## src/common/cache_defines.svh

```systemverilog
`ifndef CACHE_DEFINES_SVH
`define CACHE_DEFINES_SVH

// ------------------------------------------------------------
// Cache geometry
// ------------------------------------------------------------

// Word width on both the processor and memory sides
`define CACHE_DATA_W    32

// Full address width, only the low bits reach the cache
`define CACHE_ADDR_W    32

// Address bits 3..0 pick the line
`define CACHE_INDEX_W   4

// Address bits 15..4 are kept as the tag
`define CACHE_TAG_W     12

// One line per index value
`define CACHE_LINES     16

`endif
```

## src/common/cache_pkg.sv

```systemverilog
`include "cache_defines.svh"

package cache_pkg;

    // ------------------------------------------------------------
    // Processor and memory requests
    // ------------------------------------------------------------

    typedef struct packed {
        logic [`CACHE_ADDR_W-1:0] addr;
        logic                     wr;
        logic [`CACHE_DATA_W-1:0] wdata;
    } cpu_req_t;

    typedef struct packed {
        logic [`CACHE_ADDR_W-1:0] addr;
        logic [`CACHE_DATA_W-1:0] wdata;
        logic                     wr;
    } mem_req_t;

    // ------------------------------------------------------------
    // Stored line and controller state
    // ------------------------------------------------------------

    // V + D + tag + data, 46 bits
    typedef struct packed {
        logic                     valid;
        logic                     dirty;
        logic [`CACHE_TAG_W-1:0]  tag;
        logic [`CACHE_DATA_W-1:0] data;
    } cache_line_t;

    typedef enum logic [1:0] {
        IDLE       = 2'd0,
        COMPARE    = 2'd1,
        WRITE_BACK = 2'd2,
        ALLOCATE   = 2'd3
    } cache_state_t;

endpackage

```

## src/logic/cache_top.sv

```systemverilog
`timescale 1ns/100ps
`include "cache_defines.svh"

module cache_top
(
    input  logic                        clk,
    input  logic                        rst,

    // Processor port
    input  cache_pkg::cpu_req_t         cpu_req,
    input  logic                        cpu_req_valid,
    output logic [`CACHE_DATA_W-1:0]    cpu_rsp_data,
    output logic                        cpu_rsp_ready,

    // Memory port
    input  logic [`CACHE_DATA_W-1:0]    mem_rsp_data,
    input  logic                        mem_req_ready,
    output cache_pkg::mem_req_t         mem_req,
    output logic                        mem_req_valid
);

    logic [`CACHE_INDEX_W-1:0]  rd_index;
    logic [`CACHE_INDEX_W-1:0]  wr_index;
    logic                       wr_en;
    cache_pkg::cache_line_t     rd_line;
    cache_pkg::cache_line_t     wr_line;

    cache_ctrl u_cache_ctrl
    (
        .clk            (clk),
        .rst            (rst),
        .cpu_req        (cpu_req),
        .cpu_req_valid  (cpu_req_valid),
        .cpu_rsp_data   (cpu_rsp_data),
        .cpu_rsp_ready  (cpu_rsp_ready),
        .mem_rsp_data   (mem_rsp_data),
        .mem_req_ready  (mem_req_ready),
        .mem_req        (mem_req),
        .mem_req_valid  (mem_req_valid),
        .rd_line        (rd_line),
        .rd_index       (rd_index),
        .wr_en          (wr_en),
        .wr_index       (wr_index),
        .wr_line        (wr_line)
    );

    cache_array u_cache_array
    (
        .clk            (clk),
        .rst            (rst),
        .rd_index       (rd_index),
        .rd_line        (rd_line),
        .wr_en          (wr_en),
        .wr_index       (wr_index),
        .wr_line        (wr_line)
    );

endmodule

```

## src/cache/cache_ctrl.sv

```systemverilog
`timescale 1ns/100ps
`include "cache_defines.svh"

module cache_ctrl
(
    input  logic                        clk,
    input  logic                        rst,

    // Processor side
    input  cache_pkg::cpu_req_t         cpu_req,
    input  logic                        cpu_req_valid,
    output logic [`CACHE_DATA_W-1:0]    cpu_rsp_data,
    output logic                        cpu_rsp_ready,

    // Memory side
    input  logic [`CACHE_DATA_W-1:0]    mem_rsp_data,
    input  logic                        mem_req_ready,
    output cache_pkg::mem_req_t         mem_req,
    output logic                        mem_req_valid,

    // Line storage
    input  cache_pkg::cache_line_t      rd_line,
    output logic [`CACHE_INDEX_W-1:0]   rd_index,
    output logic                        wr_en,
    output logic [`CACHE_INDEX_W-1:0]   wr_index,
    output cache_pkg::cache_line_t      wr_line
);

    localparam int PAD_W = `CACHE_ADDR_W - `CACHE_TAG_W - `CACHE_INDEX_W;

    cache_pkg::cache_state_t    state;
    cache_pkg::cache_state_t    state_next;

    logic [`CACHE_INDEX_W-1:0]  req_index;
    logic [`CACHE_TAG_W-1:0]    req_tag;
    logic [`CACHE_ADDR_W-1:0]   fill_addr;
    logic [`CACHE_ADDR_W-1:0]   victim_addr;
    logic                       hit;
    logic                       victim_dirty;
    logic                       mem_done;

    // ------------------------------------------------------------
    // Address split and tag compare
    // ------------------------------------------------------------

    assign req_index = cpu_req.addr[`CACHE_INDEX_W-1:0];
    assign req_tag   = cpu_req.addr[`CACHE_INDEX_W +: `CACHE_TAG_W];

    assign hit          = rd_line.valid && (rd_line.tag == req_tag);
    // Stale dirty bits after reset are ignored
    assign victim_dirty = rd_line.valid && rd_line.dirty;

    // Upper address bits are dropped on the way out
    assign fill_addr   = {{PAD_W{1'b0}}, req_tag, req_index};
    assign victim_addr = {{PAD_W{1'b0}}, rd_line.tag, req_index};

    assign mem_done = mem_req_valid && mem_req_ready;

    assign rd_index = req_index;
    assign wr_index = req_index;

    // ------------------------------------------------------------
    // State machine
    // ------------------------------------------------------------

    always_ff @(posedge clk)
    begin
        if (rst)
        begin
            state <= cache_pkg::IDLE;
        end
        else
        begin
            state <= state_next;
        end
    end

    always_comb
    begin
        state_next = state;
        case (state)
            cache_pkg::IDLE:
            begin
                if (cpu_req_valid)
                begin
                    state_next = cache_pkg::COMPARE;
                end
            end
            cache_pkg::COMPARE:
            begin
                if (hit)
                begin
                    state_next = cache_pkg::IDLE;
                end
                else if (victim_dirty)
                begin
                    state_next = cache_pkg::WRITE_BACK;
                end
                else
                begin
                    state_next = cache_pkg::ALLOCATE;
                end
            end
            cache_pkg::WRITE_BACK:
            begin
                if (mem_done)
                begin
                    state_next = cache_pkg::ALLOCATE;
                end
            end
            cache_pkg::ALLOCATE:
            begin
                // Back to compare, which now hits
                if (mem_done)
                begin
                    state_next = cache_pkg::COMPARE;
                end
            end
            default:
            begin
                state_next = cache_pkg::IDLE;
            end
        endcase
    end

    // ------------------------------------------------------------
    // Processor response and line updates
    // ------------------------------------------------------------

    assign cpu_rsp_ready = (state == cache_pkg::COMPARE) && hit;
    assign cpu_rsp_data  = rd_line.data;

    always_comb
    begin
        wr_en   = 1'b0;
        wr_line = rd_line;
        if ((state == cache_pkg::COMPARE) && hit && cpu_req.wr)
        begin
            wr_en         = 1'b1;
            wr_line.dirty = 1'b1;
            wr_line.data  = cpu_req.wdata;
        end
        else if ((state == cache_pkg::ALLOCATE) && mem_done)
        begin
            // Fetched word lands clean
            wr_en         = 1'b1;
            wr_line.valid = 1'b1;
            wr_line.dirty = 1'b0;
            wr_line.tag   = req_tag;
            wr_line.data  = mem_rsp_data;
        end
    end

    // ------------------------------------------------------------
    // Memory request
    // ------------------------------------------------------------

    // Valid drops after each ready, so a fill after a write-back
    // starts one cycle into ALLOCATE
    always_ff @(posedge clk)
    begin
        if (rst)
        begin
            mem_req_valid <= 1'b0;
        end
        else if (mem_done)
        begin
            mem_req_valid <= 1'b0;
        end
        else if ((state == cache_pkg::COMPARE) && !hit)
        begin
            mem_req_valid <= 1'b1;
        end
        else if ((state == cache_pkg::ALLOCATE) && !mem_req_valid)
        begin
            mem_req_valid <= 1'b1;
        end
    end

    always_ff @(posedge clk)
    begin
        if ((state == cache_pkg::COMPARE) && !hit)
        begin
            mem_req.addr  <= victim_dirty ? victim_addr : fill_addr;
            mem_req.wdata <= rd_line.data;
            mem_req.wr    <= victim_dirty;
        end
        else if ((state == cache_pkg::ALLOCATE) && !mem_req_valid)
        begin
            mem_req.addr  <= fill_addr;
            mem_req.wdata <= rd_line.data;
            mem_req.wr    <= 1'b0;
        end
    end

    // ------------------------------------------------------------
    // Checks
    // ------------------------------------------------------------

    a_mem_req_hold: assert property (
        @(posedge clk) disable iff (rst)
        mem_req_valid && !mem_req_ready |=> mem_req_valid && $stable(mem_req)
    );

    // Response only while the processor still holds its request
    a_rsp_in_compare: assert property (
        @(posedge clk) disable iff (rst)
        cpu_rsp_ready |-> (state == cache_pkg::COMPARE) && cpu_req_valid
    );

endmodule

```

## src/cache/cache_array.sv

```systemverilog
`timescale 1ns/100ps
`include "cache_defines.svh"

module cache_array
(
    input  logic                        clk,
    input  logic                        rst,

    // Read port, combinational
    input  logic [`CACHE_INDEX_W-1:0]   rd_index,
    output cache_pkg::cache_line_t      rd_line,

    // Write port, one edge
    input  logic                        wr_en,
    input  logic [`CACHE_INDEX_W-1:0]   wr_index,
    input  cache_pkg::cache_line_t      wr_line
);

    logic [`CACHE_LINES-1:0]    valid_q;
    cache_pkg::cache_line_t     line_mem [`CACHE_LINES];

    // ------------------------------------------------------------
    // Valid bits
    // ------------------------------------------------------------

    always_ff @(posedge clk)
    begin
        if (rst)
        begin
            valid_q <= '0;
        end
        else if (wr_en)
        begin
            valid_q[wr_index] <= wr_line.valid;
        end
    end

    // ------------------------------------------------------------
    // Tag, dirty and data storage
    // ------------------------------------------------------------

    always_ff @(posedge clk)
    begin
        if (wr_en)
        begin
            line_mem[wr_index] <= wr_line;
        end
    end

    // Stored valid field is shadowed by the reset vector
    always_comb
    begin
        rd_line       = line_mem[rd_index];
        rd_line.valid = valid_q[rd_index];
    end

    // ------------------------------------------------------------
    // Checks
    // ------------------------------------------------------------

    a_wr_index_known: assert property (
        @(posedge clk) disable iff (rst)
        wr_en |-> !$isunknown(wr_index)
    );

endmodule

```

## config.mk

```make
export PLATFORM = sky130hd
export DESIGN_NAME = cache_top
export DESIGN_NICKNAME = d
export VERILOG_FILES = /design/src/common/cache_pkg.sv /design/src/logic/cache_top.sv /design/src/cache/cache_ctrl.sv /design/src/cache/cache_array.sv
export VERILOG_INCLUDE_DIRS = /design/src /design/src/common
export SDC_FILE = /design/constraint.sdc
export NUM_CORES = 1
export LEC_CHECK = 0
export BUFFER_PORTS_ARGS = -buffer_cell sky130_fd_sc_hd__buf_2
export CORE_MARGIN = 2
export CORE_UTILIZATION = 60
export DETAILED_ROUTE_END_ITERATION = 8
export HOLD_SLACK_MARGIN = 0.03
export PLACE_DENSITY = 0.89
export SLEW_MARGIN = 20
export SYNTH_ARGS = -nofsm -noshare
export SYNTH_HDL_FRONTEND = slang
export SYNTH_SLANG_ARGS = --single-unit
```

## constraint.sdc

```tcl
create_clock -name clk -period 7.9 [get_ports clk]
set_input_delay 0.79 -clock clk [delete_from_list [all_inputs] [get_ports clk]]
set_output_delay 0.79 -clock clk [all_outputs]
set_load 0.01 [all_outputs]
```

==> Word level (Yosys, flattened, before mapping) <==
Memory sizes are Yosys's and may differ from the RTL's.
Cells that the tools add are included.
{ "word_totals": {"output_inout_bits": 99, "inputBits": 101, "reg_bits": 84, "mem_count": 1, "mem_bits_rw": 736, "word_cells": 56} }
{ "op_classes": {"eq_ne": 7, "muxes": 25, "magnitude_cmp": 2, "reduce_logical": 15} }
{ "mem_list": {"columns": ["memory", "words", "word_bits", "read_ports", "rd_ports_with_merged_regs", "wr", "line", "source"], "rows": [
  ["u_cache_array.line_mem", 16, 46, 1, 0, 1, "cache_array.sv:20", "cache_pkg::cache_line_t line_mem [`CACHE_LINES];"]
]} }
{ "op_table": {"columns": ["cell", "n"], "rows": [
  ["65-bit two-way mux", 2],
  ["46-bit two-way mux", 1],
  ["32-bit two-way mux", 1],
  ["16-bit bitwise mux", 1],
  ["16-bit two-way mux", 1],
  ["12-bit equality test", 1],
  ["12-bit two-way mux", 1],
  ["1-bit two-way mux", 11],
  ["1-bit logical AND", 9],
  ["2-bit two-way mux", 4],
  ["2-bit case mux with 4 select lines", 1],
  ["4-bit by 5-bit less-than comparator with 1-bit output (second input constant)", 1],
  ["1-bit binary-select mux with 4-bit select", 1],
  ["1-bit demux with 4-bit select", 1],
  ["2-bit equality test (second input constant)", 2],
  ["4-bit by 1-bit >= comparator with 1-bit output (second input constant)", 1],
  ["2-bit by 1-bit != test with 1-bit output (second input constant)", 2],
  ["3-bit AND reduction", 1],
  ["2-bit by 1-bit equality test with 1-bit output (second input constant)", 1],
  ["1-bit logical NOT", 2],
  ["2-bit logical NOT", 1],
  ["2-bit != test (second input constant)", 1],
  ["2-bit nonzero test", 1],
  ["2-bit OR reduction", 1]
]} }

==> Logic depth before layout (Yosys ltp) <==
{ "depth": {"word_depth": 8, "mapped_depth": 14, "ltp_nobuf": 8} }

==> Cells and area by module <==
Synthesis repeated with hierarchy kept, for this count alone.
{ "unflattened": {"cells_unflattened": 1505, "hier_area_um2": 31074.8} }
{ "by_module_without_submodules": {"columns": ["module", "area_each_um2", "seq_area_each_um2", "instances", "cells_per_inst"], "rows": [
  ["cache_array", 27736.6, 21941.0, 1, 1209],
  ["cache_ctrl", 3338.2, 1531.5, 1, 296]
]} }

==> Worst setup path after synthesis <==
No wires, ideal clock.
{ "synth_timing": {"path_type": "input-to-reg", "start": "input cpu_req[34] in the netlist's numbering", "end": "memory u_cache_array.line_mem[15][0] in the netlist's numbering (enable)", "slack_ps": 2079, "cell_stages": 13, "arrival_ps": 5358, "required_ps": 7437, "n_path_buf": 5, "path_cell_list": "buf_6 -> buf_4 -> buf_4 -> mux2i_1 -> xnor2_1 -> mux2i_1 -> a2111oi_0 -> a31oi_1 -> nor4_4 -> nand3_2 -> buf_6 -> buf_6 -> a21oi_1"} }
{ "synth_via": {"elab_chain_len": 8} }
{ "synth_lines": {"columns": ["element", "line", "source"], "rows": [
  ["from (decl)", "cache_top.sv:10", "input cache_pkg::cpu_req_t cpu_req,"],
  ["memory read 16 x 46 bit or 1-bit binary-select mux with 4-bit select (tied branches)", null, null],
  ["12-bit equality test or 1-bit two-way mux (tied branches)", "cache_ctrl.sv:49, cache_array.sv:54", null],
  ["1-bit logical AND", "cache_ctrl.sv:49", "assign hit = rd_line.valid && (rd_line.tag == req_tag);"],
  ["1-bit logical AND (2 in a row)", "cache_ctrl.sv:137", "if ((state == cache_pkg::COMPARE) && hit && cpu_req.wr)"],
  ["1-bit two-way mux", "cache_ctrl.sv:137", null],
  ["1-bit two-way mux", "cache_array.sv:44", "if (wr_en)"],
  ["1-bit two-way mux (implied by the code)", "cache_array.sv:46", "line_mem[wr_index] <= wr_line;"],
  ["to (decl)", "cache_array.sv:20", null]
]} }
Parallel ways exist; a longest one is shown, timed or not. The select of a mux whose other input is x is not followed.

==> Worst setup path after layout <==
{ "layout_timing": {"start": "input cpu_req[34] in the netlist's numbering", "end": "memory u_cache_array.line_mem[4][7] in the netlist's numbering (enable)"} }
Same word-level chain as after synthesis.

==> flow_metrics.py <==
metrics = {
    "synthesis": {
        "syn_area_sq_mm": 0.0318,
        "yosys.area_share.simple_pct": 2.86,
        "yosys.area_share.xor_xnor_pct": 0.662,
        "postSynthCellCount": 1543,
        "synth.mux.area_fraction_pct": 18.7,
        "synth_fa_ha_area_share_pct": 0.158,
        "ys_seq_elements": 788,
        "ys_warn_count": 0,
        "synth_cell_types": 59,
        "seq_area_frac_synth_pct": 73.9,
        "syn_area_per_cell_sq_um": 20.6,
        "synth_ff_type": "edfxtp_1",
        "synth_compound_area_share_pct": 1.65,
        "async_flop_share_pct": 0,
        "synth_edf_count": 769,
        "synth_top_family_by_area": "multiplexers",
    },
    "setup_path": {
        "cp-endpoint": "u_cache_array.line_mem[4][7]$_DFFE_PP_",
        "reg2reg_slack_ns": 2.93,
        "r2r-end": "u_cache_array.line_mem[4][7]$_DFFE_PP_",
        "crit_path_start": "cpu_req[34]",
        "crit_fanout": 74,
        "cp-start-kind": "input pin",
        "rr_worst_depth": 10,
        "setup.worst_path.class": "input pin to flop",
        "end_kind": "flop",
        "crit_required_ns": 8.13,
        "worst-endpoint-arrival_ns": 5.92,
        "rr_startpoint": "u_cache_array.line_mem[11][42]$_DFFE_PP_",
    },
    "cts": {
        "hold_buffers": 0,
        "cts_setup_buffers": 0,
        "root_buffer": "clkbuf_16",
        "clk_pin_slew_ns": 0.06,
        "clk_latency_ns": 0.64,
        "cts_resized": 0,
        "h-tree-depth": 3,
        "cts_buffers": 76,
        "tritoncts": "done",
        "clock_path_buffers": 3,
        "cts_sinks": 788,
    },
    "drt": {
        "ant_nets": 0,
        "wl_um": 81100,
        "routedWlPerCell_um": 32.6,
        "first_pass_iters": 6,
        "vias": 17067,
        "drc": 0,
        "post_drt_via_cell_ratio": 6.85,
        "drt_first_iter_violations": 2591,
    },
    "die": {
        "die_area_sq_mm": 0.0548,
        "coreArea_sq_mm": 0.0524,
        "die_w_um": 234,
        "ios": 200,
        "initial_core_util_pct": 60.5,
        "dieHeight_um": 234,
        "rows": 84,
    },
    "sta": {
        "maxSlewViolCount": 0,
        "tns_ns": 0,
        "slew_headroom_pct": 28.7,
        "rsz0062_at_grt": "false",
        "hold_viol_final": 0,
        "fin_crit_sh_pct": 71.9,
        "holdWs_ns": 0.447,
        "fin_crit_ns": 5.68,
        "worst_slew_pin_slew_ns": 1.07,
        "fin_skew_ns": 0.0310,
        "worst_slack_ns": 2.22,
        "setup_viol": 0,
        "fmax_mhz": 176,
    },
    "placed_design": {
        "dpl_cell_area_sq_mm": 0.0336,
        "dpl.hpwl_um": 40600,
        "placed_cells": 2352,
        "io_buffers": 167,
        "gp_congestion": 0.879,
        "place_ws_ns": 1.74,
    },
    "pwr": {
        "irDropWorstVdd_mv": 0.197,
        "p_per_area_mw_per_mm2": 250,
        "leakagePower_nw": 11.9,
        "power_mw": 8.98,
    },
    "global_routing": {
        "gr-total-overflow": 0,
        "grtUsageTotal_pct": 30.3,
        "grt_max_degree": 75,
        "antenna_found_initial": 1,
        "grt_pass1_wl_um": 117000,
        "grt_pass1_vias": 17218,
    },
    "job": {
        "max_cap_viol_count": 0,
    },
    "finish": {
        "final_cell_area_sq_mm": 0.0359,
        "final_cells": 2491,
        "finalNetCount": 1847,
        "postLayoutCoreUtil_pct": 68.4,
        "n_fill_cell": 2971,
        "area_growth_pct": 13.0,
        "drive_above_1_share_pct": 33.2,
        "diodes": 0,
    },
    "run_status": {
        "outcome": "finished, final reports clean",
    },
    "min_path": {
        "min_path_type": "input pin to flop",
    },
}
==> how the worst min path moves through the flow <==
stage | start | to | slack, ns | cells past startpoint
global route | u_cache_array.valid_q[12]$_SDFFE_PP0P_ | u_cache_array.valid_q[12]$_SDFFE_PP0P_ | 0.47 | 2
detailed placement | u_cache_array.valid_q[10]$_SDFFE_PP0P_ | u_cache_array.valid_q[10]$_SDFFE_PP0P_ | 0.44 | 2
floorplan | u_cache_array.valid_q[10]$_SDFFE_PP0P_ | u_cache_array.valid_q[10]$_SDFFE_PP0P_ | 0.42 | 2
global placement | u_cache_array.valid_q[11]$_SDFFE_PP0P_ | u_cache_array.valid_q[11]$_SDFFE_PP0P_ | 0.43 | 2
CTS | mem_req_ready | u_cache_ctrl.mem_req_valid$_SDFFE_PP0P_ | 0.43 | 2
finish | mem_req_ready | u_cache_ctrl.mem_req_valid$_SDFFE_PP0P_ | 0.45 | 2
==> flip-flops by register name, summed over array words and instances, names as in the netlist <==
signal	flops
u_cache_ctrl.mem_req_valid	1
u_cache_array.valid_q	16
u_cache_ctrl.state	2
u_cache_array.line_mem	720
u_cache_ctrl.mem_req	49
==> routing by layer <==
layer	track usage (%)	up-vias	share of wire, %
met3	6.20	265	11
met2	49.2	1509	50
li1	-	6651	-
met4	12.5	0	4.1
met5	0	-	0
met1	40.7	8642	35
==> power breakdown <==
| group | switching [mW] | internal, mW |
|---|---|---|
| clock network | 1.59 | 1.90 |
| logic | 0.462 | 0.261 |
| registers | 0.0289 | 4.75 |
| total | 2.08 | 6.90 |
==> critical path, cell delays in order <==
cell,delay (ns)
clkbuf_8,0.59
buf_4,0.56
and2_1,0.50
a22o_1,0.29
nor3_1,0.07
nor4b_2,0.23
o32ai_1,0.16
nor4_4,0.55
nand3_4,0.56
buf_4,0.50
a21oi_4,0.17
buf_4,0.80
==> cell families after synthesis <==
family,Yosys count
DFF,788
other,1
and+or+nand+nor,201
xor gates and xnor gates,24
buffers and inverters,128
muxes,313
AOI/OAI and AO/OA,84
adders and majority gates,4
==> placed cells by master (no fill, tap or decap), types with 11 or more instances in the layout <==
cell / count
buf_2: 165
buf_4: 34
mux2i_1: 50
mux2_2: 15
a21oi_1: 25
dfxtp_1: 19
nand2_1: 134
mux2_4: 39
edfxtp_1: 769
clkinv_1: 19
nand3_1: 21
mux4_2: 203
xnor2_1: 16
clkbuf_1: 13
conb_1: 16
clkinv_2: 18
inv_1: 26
a21oi_4: 16
clkbuf_16: 77
nor2_1: 11
==> cell usage after synthesis (10+ instances only) <==
cell,number,share of area [%]
mux2_2,15,0.53
clkbuf_1,39,0.46
mux2i_1,53,1.7
mux2_4,39,1.8
o21ai_0,10,0.16
buf_2,18,0.28
a21oi_1,41,0.65
edfxtp_1,769,73
nand2_1,134,1.6
mux4_2,203,14
nand3_1,22,0.35
nor2_1,11,0.13
inv_1,26,0.31
buf_1,15,0.18
buf_4,21,0.50
xnor2_1,16,0.44
dfxtp_1,19,1.2
==> layout make-up <==
class | count | area [sq um] | share of cell area, %
flip-flops and latches | 788 | 23500 | 65.4
repair buffers | 207 | 1230 | 3.43
well taps | 688 | 861 | 2.40
multi-input cells | 642 | 7910 | 22.0
clock buffers | 90 | 1980 | 5.50
clock inverters | 49 | 343 | 0.955
inverters | 27 | 101 | 0.282
Note: power is estimated with default switching activity, not from simulation.
